`src/rp_macros.svh`:
```
// Widths and constants for the analog path
// Gains are signed Q2.14, so RP_GAIN_ONE is unity gain
// RP_CHN sets both the ADC and DAC channel count
// AXI4-Lite responses use the standard two-bit encoding
`ifndef RP_MACROS_SVH
`define RP_MACROS_SVH

// Channels per direction
`define RP_CHN        2
// Sample width, ADC and DAC alike
`define RP_DW         14
// Gain width
`define RP_MW         16
// Product shift back to sample scale
`define RP_GAIN_SHIFT 14
`define RP_GAIN_ONE   16'h4000

// Register bus
`define RP_AXI_AW     8
`define RP_AXI_DW     32
`define RP_RESP_OKAY   2'b00
`define RP_RESP_SLVERR 2'b10

`endif

```
`src/rp_pkg.sv`:
```
// Shared types for the analog path and its register bus
// Offsets are matched on all address bits, so unaligned ones are unmapped
// cfg_t is driven only by the register block
`include "rp_macros.svh"

package rp_pkg;

  // One gain/offset pair
  typedef struct packed {
    logic signed [`RP_MW-1:0] mul;
    logic signed [`RP_DW-1:0] sum;
  } cal_t;

  // Everything the register block drives
  typedef struct packed {
    logic                                  loop;
    cal_t        [`RP_CHN-1:0]             adc;
    cal_t        [`RP_CHN-1:0]             dac;
    logic signed [`RP_CHN-1:0][`RP_DW-1:0] set;
  } cfg_t;

  // AXI4-Lite, master to slave
  typedef struct packed {
    logic [`RP_AXI_AW-1:0]   awaddr;
    logic                    awvalid;
    logic [`RP_AXI_DW-1:0]   wdata;
    logic [`RP_AXI_DW/8-1:0] wstrb;
    logic                    wvalid;
    logic                    bready;
    logic [`RP_AXI_AW-1:0]   araddr;
    logic                    arvalid;
    logic                    rready;
  } axil_req_t;

  // AXI4-Lite, slave to master
  typedef struct packed {
    logic                  awready;
    logic                  wready;
    logic [1:0]            bresp;
    logic                  bvalid;
    logic                  arready;
    logic [`RP_AXI_DW-1:0] rdata;
    logic [1:0]            rresp;
    logic                  rvalid;
  } axil_rsp_t;

  // Register map
  typedef enum logic [`RP_AXI_AW-1:0] {
    CTRL     = 8'h00,
    ADC0_MUL = 8'h10,
    ADC0_SUM = 8'h14,
    ADC1_MUL = 8'h18,
    ADC1_SUM = 8'h1C,
    DAC0_MUL = 8'h20,
    DAC0_SUM = 8'h24,
    DAC1_MUL = 8'h28,
    DAC1_SUM = 8'h2C,
    DAC0_SET = 8'h30,
    DAC1_SET = 8'h34
  } reg_addr_e;

  // Response channel state
  typedef enum logic {
    IDLE,
    RESP
  } axil_state_e;

endpackage

```
`src/rp_adc_frontend.sv`:
```
// One ADC channel, from raw code to calibrated sample
// Raw code is offset binary with negative slope
// Loop and raw paths both reach the output in 3 cycles
`timescale 1ns/1ps
`include "rp_macros.svh"

module rp_adc_frontend import rp_pkg::*; (
  input  logic                     adc_clk,
  input  logic                     top_rst,
  input  logic        [`RP_DW-1:0] adc_dat_i,
  input  logic                     loop_i,
  input  logic signed [`RP_DW-1:0] dac_cal_i,
  input  cal_t                     cal_i,
  output logic signed [`RP_DW-1:0] adc_dat_o
);

  logic signed [`RP_DW-1:0] adc_conv;
  logic signed [`RP_DW-1:0] adc_q;

  // MSB kept, lower bits inverted gives two's complement
  assign adc_conv = {adc_dat_i[`RP_DW-1], ~adc_dat_i[`RP_DW-2:0]};

  // Input register sits after the loop mux
  // so both sources see the same latency
  always_ff @(posedge adc_clk, posedge top_rst) begin
    if (top_rst) begin
      adc_q <= '0;
    end else begin
      adc_q <= loop_i ? dac_cal_i : adc_conv;
    end
  end

  // Calibration, 2 more cycles
  rp_linear u_linear (
    .adc_clk (adc_clk),
    .top_rst (top_rst),
    .dat_i   (adc_q),
    .cal_i   (cal_i),
    .dat_o   (adc_dat_o)
  );

endmodule

```
`src/rp_analog_top.sv`:
```
// Analog path with two ADC and two DAC channels behind AXI4-Lite
// Single clock domain, the DAC also runs on adc_clk
// No back-pressure, samples flow every cycle
// adc_vld_o only marks the end of the startup after reset
`timescale 1ns/1ps
`include "rp_macros.svh"

module rp_analog_top import rp_pkg::*; (
  input  logic                                  adc_clk,
  input  logic                                  top_rst,
  input  axil_req_t                             axil_req_i,
  output axil_rsp_t                             axil_rsp_o,
  input  logic        [`RP_CHN-1:0][`RP_DW-1:0] adc_dat_i,
  output logic signed [`RP_CHN-1:0][`RP_DW-1:0] adc_dat_o,
  output logic                                  adc_vld_o,
  output logic        [`RP_CHN-1:0][`RP_DW-1:0] dac_dat_o
);

  cfg_t                                  cfg;
  logic signed [`RP_CHN-1:0][`RP_DW-1:0] dac_cal;
  logic        [1:0]                     vld_cnt;

  ////////////////////////////////////////////////////////////////////////////
  // Registers
  ////////////////////////////////////////////////////////////////////////////

  rp_regs u_rp_regs (
    .adc_clk    (adc_clk),
    .top_rst    (top_rst),
    .axil_req_i (axil_req_i),
    .axil_rsp_o (axil_rsp_o),
    .cfg_o      (cfg)
  );

  // Startup counter, saturates at 3
  always_ff @(posedge adc_clk, posedge top_rst) begin
    if (top_rst) begin
      vld_cnt <= '0;
    end else if (vld_cnt != 2'd3) begin
      vld_cnt <= vld_cnt + 2'd1;
    end
  end

  assign adc_vld_o = &vld_cnt;

  ////////////////////////////////////////////////////////////////////////////
  // Channels
  ////////////////////////////////////////////////////////////////////////////

  for (genvar i = 0; i < `RP_CHN; i++) begin : g_chn
    // DAC side
    rp_dac_backend u_dac (
      .adc_clk   (adc_clk),
      .top_rst   (top_rst),
      .set_i     (cfg.set[i]),
      .cal_i     (cfg.dac[i]),
      .dac_cal_o (dac_cal[i]),
      .dac_dat_o (dac_dat_o[i])
    );

    // ADC side, loops back the DAC of the same index
    rp_adc_frontend u_adc (
      .adc_clk   (adc_clk),
      .top_rst   (top_rst),
      .adc_dat_i (adc_dat_i[i]),
      .loop_i    (cfg.loop),
      .dac_cal_i (dac_cal[i]),
      .cal_i     (cfg.adc[i]),
      .adc_dat_o (adc_dat_o[i])
    );
  end

endmodule

```
`src/rp_dac_backend.sv`:
```
// One DAC channel, from setpoint to DAC code
// DAC code is offset binary with negative slope
// Setpoint to code is 3 cycles, calibrated value is ready after 2
`timescale 1ns/1ps
`include "rp_macros.svh"

module rp_dac_backend import rp_pkg::*; (
  input  logic                     adc_clk,
  input  logic                     top_rst,
  input  logic signed [`RP_DW-1:0] set_i,
  input  cal_t                     cal_i,
  output logic signed [`RP_DW-1:0] dac_cal_o,
  output logic        [`RP_DW-1:0] dac_dat_o
);

  // Code of a zero sample
  localparam logic [`RP_DW-1:0] DAC_ZERO = {1'b0, {(`RP_DW-1){1'b1}}};

  // Calibrated value, also feeds the digital loop
  rp_linear u_linear (
    .adc_clk (adc_clk),
    .top_rst (top_rst),
    .dat_i   (set_i),
    .cal_i   (cal_i),
    .dat_o   (dac_cal_o)
  );

  // Output register
  // two's complement back to negative slope code
  always_ff @(posedge adc_clk, posedge top_rst) begin
    if (top_rst) begin
      dac_dat_o <= DAC_ZERO;
    end else begin
      dac_dat_o <= {dac_cal_o[`RP_DW-1], ~dac_cal_o[`RP_DW-2:0]};
    end
  end

endmodule

```
`src/rp_linear.sv`:
```
// Gain, offset and saturation for one 14-bit sample stream
// Latency is 2 cycles, no valid or ready
// The shift rounds toward minus infinity
`timescale 1ns/1ps
`include "rp_macros.svh"

module rp_linear import rp_pkg::*; (
  input  logic                     adc_clk,
  input  logic                     top_rst,
  input  logic signed [`RP_DW-1:0] dat_i,
  input  cal_t                     cal_i,
  output logic signed [`RP_DW-1:0] dat_o
);

  // Full product width, no precision lost in stage 1
  localparam int PW = `RP_DW + `RP_MW;
  localparam logic signed [PW-1:0] SAT_MAX = 2**(`RP_DW-1) - 1;
  localparam logic signed [PW-1:0] SAT_MIN = -(2**(`RP_DW-1));

  logic signed [PW-1:0]     prod_q;
  logic signed [PW-1:0]     sum_w;
  logic signed [`RP_DW-1:0] sat_w;

  // Stage 1, multiply
  always_ff @(posedge adc_clk, posedge top_rst) begin
    if (top_rst) begin
      prod_q <= '0;
    end else begin
      prod_q <= dat_i * $signed(cal_i.mul);
    end
  end

  // Back to sample scale, then offset
  assign sum_w = (prod_q >>> `RP_GAIN_SHIFT) + $signed(cal_i.sum);

  // Clamp to the 14-bit range
  always_comb begin
    if (sum_w > SAT_MAX) begin
      sat_w = SAT_MAX[`RP_DW-1:0];
    end else if (sum_w < SAT_MIN) begin
      sat_w = SAT_MIN[`RP_DW-1:0];
    end else begin
      sat_w = sum_w[`RP_DW-1:0];
    end
  end

  // Stage 2
  always_ff @(posedge adc_clk, posedge top_rst) begin
    if (top_rst) begin
      dat_o <= '0;
    end else begin
      dat_o <= sat_w;
    end
  end

endmodule

```
`src/rp_regs.sv`:
```
// AXI4-Lite slave for the analog path settings
// One write and one read may be outstanding, each with its own FSM
// Readback is sign-extended, writes take the low bits of the merged word
// Unmapped offsets answer SLVERR, read as 0 and are ignored on write
`timescale 1ns/1ps
`include "rp_macros.svh"

module rp_regs import rp_pkg::*; (
  input  logic      adc_clk,
  input  logic      top_rst,
  input  axil_req_t axil_req_i,
  output axil_rsp_t axil_rsp_o,
  output cfg_t      cfg_o
);

  axil_state_e           wr_state;
  axil_state_e           rd_state;
  logic                  wr_go;
  logic                  rd_go;
  logic                  wr_hit;
  logic                  rd_hit;
  logic [`RP_AXI_DW-1:0] wr_old;
  logic [`RP_AXI_DW-1:0] wr_new;
  logic [`RP_AXI_DW-1:0] rd_word;
  logic [1:0]            bresp_q;
  logic [1:0]            rresp_q;
  logic [`RP_AXI_DW-1:0] rdata_q;

  function automatic logic [`RP_AXI_DW-1:0] sext_dw(input logic [`RP_DW-1:0] v);
    return {{(`RP_AXI_DW-`RP_DW){v[`RP_DW-1]}}, v};
  endfunction

  function automatic logic [`RP_AXI_DW-1:0] sext_mw(input logic [`RP_MW-1:0] v);
    return {{(`RP_AXI_DW-`RP_MW){v[`RP_MW-1]}}, v};
  endfunction

  // Register value at an offset, returns the hit flag
  function automatic logic reg_read(input cfg_t c, input logic [`RP_AXI_AW-1:0] addr,
                                    output logic [`RP_AXI_DW-1:0] dat);
    logic hit;
    hit = 1'b1;
    dat = '0;
    case (reg_addr_e'(addr))
      CTRL:     dat = {{(`RP_AXI_DW-1){1'b0}}, c.loop};
      ADC0_MUL: dat = sext_mw(c.adc[0].mul);
      ADC0_SUM: dat = sext_dw(c.adc[0].sum);
      ADC1_MUL: dat = sext_mw(c.adc[1].mul);
      ADC1_SUM: dat = sext_dw(c.adc[1].sum);
      DAC0_MUL: dat = sext_mw(c.dac[0].mul);
      DAC0_SUM: dat = sext_dw(c.dac[0].sum);
      DAC1_MUL: dat = sext_mw(c.dac[1].mul);
      DAC1_SUM: dat = sext_dw(c.dac[1].sum);
      DAC0_SET: dat = sext_dw(c.set[0]);
      DAC1_SET: dat = sext_dw(c.set[1]);
      default:  hit = 1'b0;
    endcase
    return hit;
  endfunction

  // Byte lanes without strobe keep the current value
  function automatic logic [`RP_AXI_DW-1:0] strb_merge(input logic [`RP_AXI_DW-1:0] old_w,
                                                       input logic [`RP_AXI_DW-1:0] new_w,
                                                       input logic [`RP_AXI_DW/8-1:0] strb);
    logic [`RP_AXI_DW-1:0] res;
    res = old_w;
    for (int b = 0; b < `RP_AXI_DW/8; b++) begin
      if (strb[b]) begin
        res[8*b +: 8] = new_w[8*b +: 8];
      end
    end
    return res;
  endfunction

  ////////////////////////////////////////////////////////////////////////////
  // Address decode
  ////////////////////////////////////////////////////////////////////////////

  // Address and data must arrive together
  assign wr_go = (wr_state == IDLE) && axil_req_i.awvalid && axil_req_i.wvalid;
  assign rd_go = (rd_state == IDLE) && axil_req_i.arvalid;

  always_comb begin
    wr_hit = reg_read(cfg_o, axil_req_i.awaddr, wr_old);
    rd_hit = reg_read(cfg_o, axil_req_i.araddr, rd_word);
  end

  assign wr_new = strb_merge(wr_old, axil_req_i.wdata, axil_req_i.wstrb);

  ////////////////////////////////////////////////////////////////////////////
  // Write channel and register file
  ////////////////////////////////////////////////////////////////////////////

  always_ff @(posedge adc_clk, posedge top_rst) begin
    if (top_rst) begin
      wr_state   <= IDLE;
      bresp_q    <= `RP_RESP_OKAY;
      cfg_o.loop <= 1'b0;
      // Unity gain, zero offset, zero setpoint
      for (int i = 0; i < `RP_CHN; i++) begin
        cfg_o.adc[i] <= '{mul: `RP_GAIN_ONE, sum: '0};
        cfg_o.dac[i] <= '{mul: `RP_GAIN_ONE, sum: '0};
        cfg_o.set[i] <= '0;
      end
    end else begin
      case (wr_state)
        IDLE: if (wr_go) begin
          wr_state <= RESP;
          bresp_q  <= wr_hit ? `RP_RESP_OKAY : `RP_RESP_SLVERR;
          // Register takes the new value in the next cycle
          case (reg_addr_e'(axil_req_i.awaddr))
            CTRL:     cfg_o.loop       <= wr_new[0];
            ADC0_MUL: cfg_o.adc[0].mul <= wr_new[`RP_MW-1:0];
            ADC0_SUM: cfg_o.adc[0].sum <= wr_new[`RP_DW-1:0];
            ADC1_MUL: cfg_o.adc[1].mul <= wr_new[`RP_MW-1:0];
            ADC1_SUM: cfg_o.adc[1].sum <= wr_new[`RP_DW-1:0];
            DAC0_MUL: cfg_o.dac[0].mul <= wr_new[`RP_MW-1:0];
            DAC0_SUM: cfg_o.dac[0].sum <= wr_new[`RP_DW-1:0];
            DAC1_MUL: cfg_o.dac[1].mul <= wr_new[`RP_MW-1:0];
            DAC1_SUM: cfg_o.dac[1].sum <= wr_new[`RP_DW-1:0];
            DAC0_SET: cfg_o.set[0]     <= wr_new[`RP_DW-1:0];
            DAC1_SET: cfg_o.set[1]     <= wr_new[`RP_DW-1:0];
            default:  ;
          endcase
        end
        RESP: if (axil_req_i.bready) begin
          wr_state <= IDLE;
        end
      endcase
    end
  end

  // Read channel, data captured at the address handshake
  always_ff @(posedge adc_clk, posedge top_rst) begin
    if (top_rst) begin
      rd_state <= IDLE;
      rdata_q  <= '0;
      rresp_q  <= `RP_RESP_OKAY;
    end else begin
      case (rd_state)
        IDLE: if (rd_go) begin
          rd_state <= RESP;
          rdata_q  <= rd_word;
          rresp_q  <= rd_hit ? `RP_RESP_OKAY : `RP_RESP_SLVERR;
        end
        RESP: if (axil_req_i.rready) begin
          rd_state <= IDLE;
        end
      endcase
    end
  end

  always_comb begin
    axil_rsp_o.awready = wr_go;
    axil_rsp_o.wready  = wr_go;
    axil_rsp_o.bresp   = bresp_q;
    axil_rsp_o.bvalid  = (wr_state == RESP);
    axil_rsp_o.arready = rd_go;
    axil_rsp_o.rdata   = rdata_q;
    axil_rsp_o.rresp   = rresp_q;
    axil_rsp_o.rvalid  = (rd_state == RESP);
  end

  // Write response is held until the master accepts it
  a_bvalid_hold: assert property (@(posedge adc_clk) disable iff (top_rst)
    axil_rsp_o.bvalid && !axil_req_i.bready |=> axil_rsp_o.bvalid);

  // Read data and response stay frozen while waiting for rready
  a_rvalid_hold: assert property (@(posedge adc_clk) disable iff (top_rst)
    axil_rsp_o.rvalid && !axil_req_i.rready
    |=> axil_rsp_o.rvalid && $stable(axil_rsp_o.rdata) && $stable(axil_rsp_o.rresp));

endmodule

```
`config.mk`:
```
export PLATFORM = sky130hd
export DESIGN_NAME = rp_analog_top
export DESIGN_NICKNAME = d
export VERILOG_FILES = /design/src/rp_pkg.sv /design/src/rp_adc_frontend.sv /design/src/rp_analog_top.sv /design/src/rp_dac_backend.sv /design/src/rp_linear.sv /design/src/rp_regs.sv
export VERILOG_INCLUDE_DIRS = /design/src
export SDC_FILE = /design/constraint.sdc
export NUM_CORES = 2
export LEC_CHECK = 0
export ABC_AREA = 1
export BUFFER_PORTS_ARGS = -buffer_cell sky130_fd_sc_hd__clkbuf_2
export CAP_MARGIN = 20
export CORE_MARGIN = 2
export CORE_UTILIZATION = 30
export CTS_CLUSTER_SIZE = 30
export DETAILED_ROUTE_END_ITERATION = 6
export GPL_TIMING_DRIVEN = 0
export HOLD_SLACK_MARGIN = 0.1
export PLACE_DENSITY_LB_ADDON = 0.15
export SYNTH_ARGS = -nofsm -noshare
export SYNTH_HDL_FRONTEND = slang
export SYNTH_SLANG_ARGS = --single-unit
export TNS_END_PERCENT = 50
```
`constraint.sdc`:
```
create_clock -name adc_clk -period 11.4 [get_ports adc_clk]
set_input_delay 2.28 -clock adc_clk [delete_from_list [all_inputs] [get_ports adc_clk]]
set_output_delay 2.28 -clock adc_clk [all_outputs]
set_load 0.02 [all_outputs]
```
==> impl_metrics.csv <==
group,metric,value,unit
run,maxCapViolCount,0,
pwr,p_per_area,60.8,mW/mm²
synthesis,ys_ff_latch,347,
grt,grt_overflow,0,
pwr,sw_frac_of_total,31.7,%
clock_tree,cts_resized,0,
sta,worst_pin_slew,1240,ps
pwr,p_seq_share,37.5,%
sta,clock_skew,33.3,ps
synthesis,ys_warn_count,0,
floorplanning,die_w,427,µm
drt,drc,0,
synthesis,synthTopCellsByArea,"fa_1 33%, nand2_1 16%, dfrtp_1 15%",
pwr,ir_drop,0.0000977,V
drt,post_drt_wl_per_cell,19.7,µm
drt,ant_nets,0,
pwr,clkPwrFrac,44.2,%
sta,slew_viol_final,0,
clock_tree,cts_sinks,347,
pwr,combPwrFrac,18.3,%
pwr,p_int,2.46,mW
grt,antenna_found_initial,6,
floorplanning,dieArea,0.182,mm²
clock_tree,cts_tree,"built",
drt,drtIter0Drc,3153,
critical_path,crit_type,"reg -> reg",
pwr,p_switching,1.14,mW
sta,setup_viol,0,
critical_path,arrival,7470,ps
clock_tree,clock_latency,640,ps
drt,first_pass_iters,6,
drt,drt-total-wl,192000,µm
clock_tree,cts.htree.levels,2,
floorplanning,die_h,427,µm
synthesis,yosysTopAreaCellShare,32.7,%
clock_tree,root_buffer,"clkbuf_16",
critical_path,worstPathRequired,11910,ps
sta,clock.fmax,144,MHz
sta,fin_crit,6960,ps
finish,nNetsFinal,8692,
synthesis,postSynthAreaPerCell,7.49,µm²
critical_path,cp-start-kind,"flop",
drt,vias,44700,
grt,grt_max_degree,43,
grt,grt_pass1_vias,46300,
floorplanning,placeableCoreArea,0.178,mm²
floorplanning,fp-row-count,155,
critical_path,cp-end-kind,"flop",
sta,rsz0062_at_grt,"false",
grt,grt_pass1_wl,292000,µm
grt,gr-usage-all-layers,21.4,%
clock_tree,post-cts-setup-buffer-count,0,
floorplanning,start_util,30.1,%
sta,hold_viol_final,0,
finish,layout-drive-gt1-share,5.07,%
finish,area_growth,10.4,%
sta,fin_crit_sh,61.1,%
clock_tree,cts_buffer_depth,3,
synthesis,synth-edff-count,0,
hold_path,hold_class,"reg -> reg",
drt,via_per_inst,4.56,
synthesis,synth_flop_cell,"dfrtp_1",
synthesis,netlist_area,0.0537,mm²
sta,fin_setup_tns,0,ps
place,gp_congestion,0.981,
synthesis,synth_top_area_cell,"fa_1",
synthesis,async_flop_share,100,%
pwr,p_leak,34.7,nW
sta,relSlewSlack,17.3,%
finish,final_area,0.0593,mm²
place,hpwl,163000,µm
clock_tree,clkTransAtPathRegs,60,ps
place,numPortBuffers,162,
pwr,total_power,3.61,mW
clock_tree,cts_hold_buf,0,
status,status,"finished clean",
floorplanning,ioPinCount,185,
clock_tree,cts_buffers,46,
synthesis,ys_seq_area_share,16.2,%
synthesis,synth_cells,7172,
place,postPlaceCellArea,0.0576,mm²
synthesis,ys_types,47,
critical_path,worstPathMaxFanout,10,
[area by class of cell]
class	count	area (µm²)
Fill cell	19400	119000
Multi-Input combinational cell	4700	36900
Sequential cell	347	8720
Inverter	1829	6870
Tap cell	2355	2950
Clock buffer	66	1320
Buffer	297	1230
Timing Repair Buffer	171	991
Clock inverter	19	302
Antenna cell	1	2.50
[layout by cell type (no fill, tap or decap), types with 5 or more instances in the layout]
master,n
nand2_1,2247
inv_1,1809
fa_1,876
ha_1,337
nor2_1,328
dfrtp_1,317
clkbuf_1,253
nand3_1,200
o21ai_0,174
clkbuf_2,162
a21oi_1,159
xor2_1,78
xnor2_1,51
clkbuf_16,47
nor3_1,41
dfstp_2,30
nand4_1,27
buf_4,24
a21o_1,24
buf_2,23
o21bai_1,22
o22ai_1,20
inv_2,17
nand2_2,16
a31oi_1,12
o21ai_1,11
o211ai_1,11
buf_1,9
buf_12,9
nor2_2,8
nand3b_1,8
nor3_2,8
bufinv_16,7
clkbuf_8,7
clkinv_2,6
o21a_1,5
a21boi_0,5
nor4_1,5
[worst paths after layout]
check	startpoint	slack, ps	cells past startpoint	to
worst max register to register	u_rp_regs.cfg_o[4]$_DFFE_PP0P_	4440	20	g_chn[0].u_dac.u_linear.prod_q[27]$_DFF_PP0_
max in group asynchronous	top_rst	8030	6	u_rp_regs.rdata_q[13]$_DFFE_PP0P_
worst max-delay path	u_rp_regs.cfg_o[4]$_DFFE_PP0P_	4440	20	g_chn[0].u_dac.u_linear.prod_q[27]$_DFF_PP0_
worst min register to register	g_chn[1].u_dac.u_linear.dat_o[10]$_DFF_PP0_	380	1	g_chn[1].u_dac.dac_dat_o[10]$_DFF_PP1_
worst min-delay path	g_chn[1].u_dac.u_linear.dat_o[10]$_DFF_PP0_	380	1	g_chn[1].u_dac.dac_dat_o[10]$_DFF_PP1_
min in group asynchronous	top_rst	1810	2	g_chn[1].u_adc.adc_q[5]$_DFF_PP0_
[synthesized netlist by cell type (all sizes together) (56+ instances only)]
master	number
buf	56
nand3	203
inv	1827
nand2	2263
dfrtp	317
clkbuf	241
fa	876
xor2	78
nor2	338
o21ai	185
a21oi	159
ha	337
[cell families (layout without fill, tap and decap cells)]
logic type	count (synthesis)	after routing	share of synthesized area, %
mux	1	1	0.0210
xor+xnor	129	129	2.10
flops	347	347	16.2
other cells	1	3	0.00698
fa+ha+maj	1213	1213	40.5
buf+inv	2126	2382	15.1
compound gates	453	453	4.67
simple gates	2902	2902	21.4
[sequential cells by signal, summed over array words and instances (netlist names)]
| signal | count |
|---|---|
| g_chn.u_dac.dac_dat_o | 28 |
| g_chn.u_adc.u_linear.dat_o | 28 |
| u_rp_regs.bresp_q | 1 |
| u_rp_regs.rd_state | 1 |
| g_chn.u_dac.u_linear.prod_q | 32 |
| u_rp_regs.wr_state | 1 |
| g_chn.u_adc.adc_q | 28 |
| g_chn.u_adc.u_linear.prod_q | 32 |
| vld_cnt | 2 |
| g_chn.u_dac.u_linear.dat_o | 28 |
| u_rp_regs.rdata_q | 16 |
| u_rp_regs.cfg_o | 149 |
| u_rp_regs.rresp_q | 1 |
[worst max-delay path, stage by stage, from the launching register on]
cell and delay, ps:
dfrtp_1 320, clkbuf_1 660, clkbuf_1 570, nand2_1 140
fa_1 510, fa_1 820, inv_1 210, fa_1 520
inv_1 50, fa_1 560, fa_1 450, fa_1 510
inv_1 50, ha_1 440, nand2_1 140, nor2_1 250
nand2_1 110, nor3_1 150, nand2_1 70, nand2_1 70
xor2_1 240
[per-layer routing]
metal,vias to the layer above,GRT usage (%),wire length (µm)
met5,-,0,11
met4,2,6.02,6060
met3,191,1.94,7760
met2,987,36.4,92000
met1,22300,29.0,86600
li1,21200,-,-
[power by group through the flow]
stage / Clock, mW / Combinational, mW / Sequential [mW]
floorplan: 0 / 0.363 / 1.39
global placement: 0 / 0.659 / 1.38
detailed placement: 0 / 0.667 / 1.37
CTS: 1.63 / 0.670 / 1.35
global route: 1.68 / 0.736 / 1.36
finish: 1.59 / 0.660 / 1.35
[stage by stage]
stage | std cells | util (%) | setup slack, ps | hold slack [ps]
floorplan | 7173 | - | 4500 | 354
global placement | 9690 | 32.2 | 2000 | 362
detailed placement | 9699 | 32.3 | 4430 | 370
CTS | 9784 | 33.3 | 4380 | 380
global route | 9785 | 33.3 | 4070 | 394
finish | 9785 | 33.3 | 4440 | 380
(Power assumes the default switching activity.)
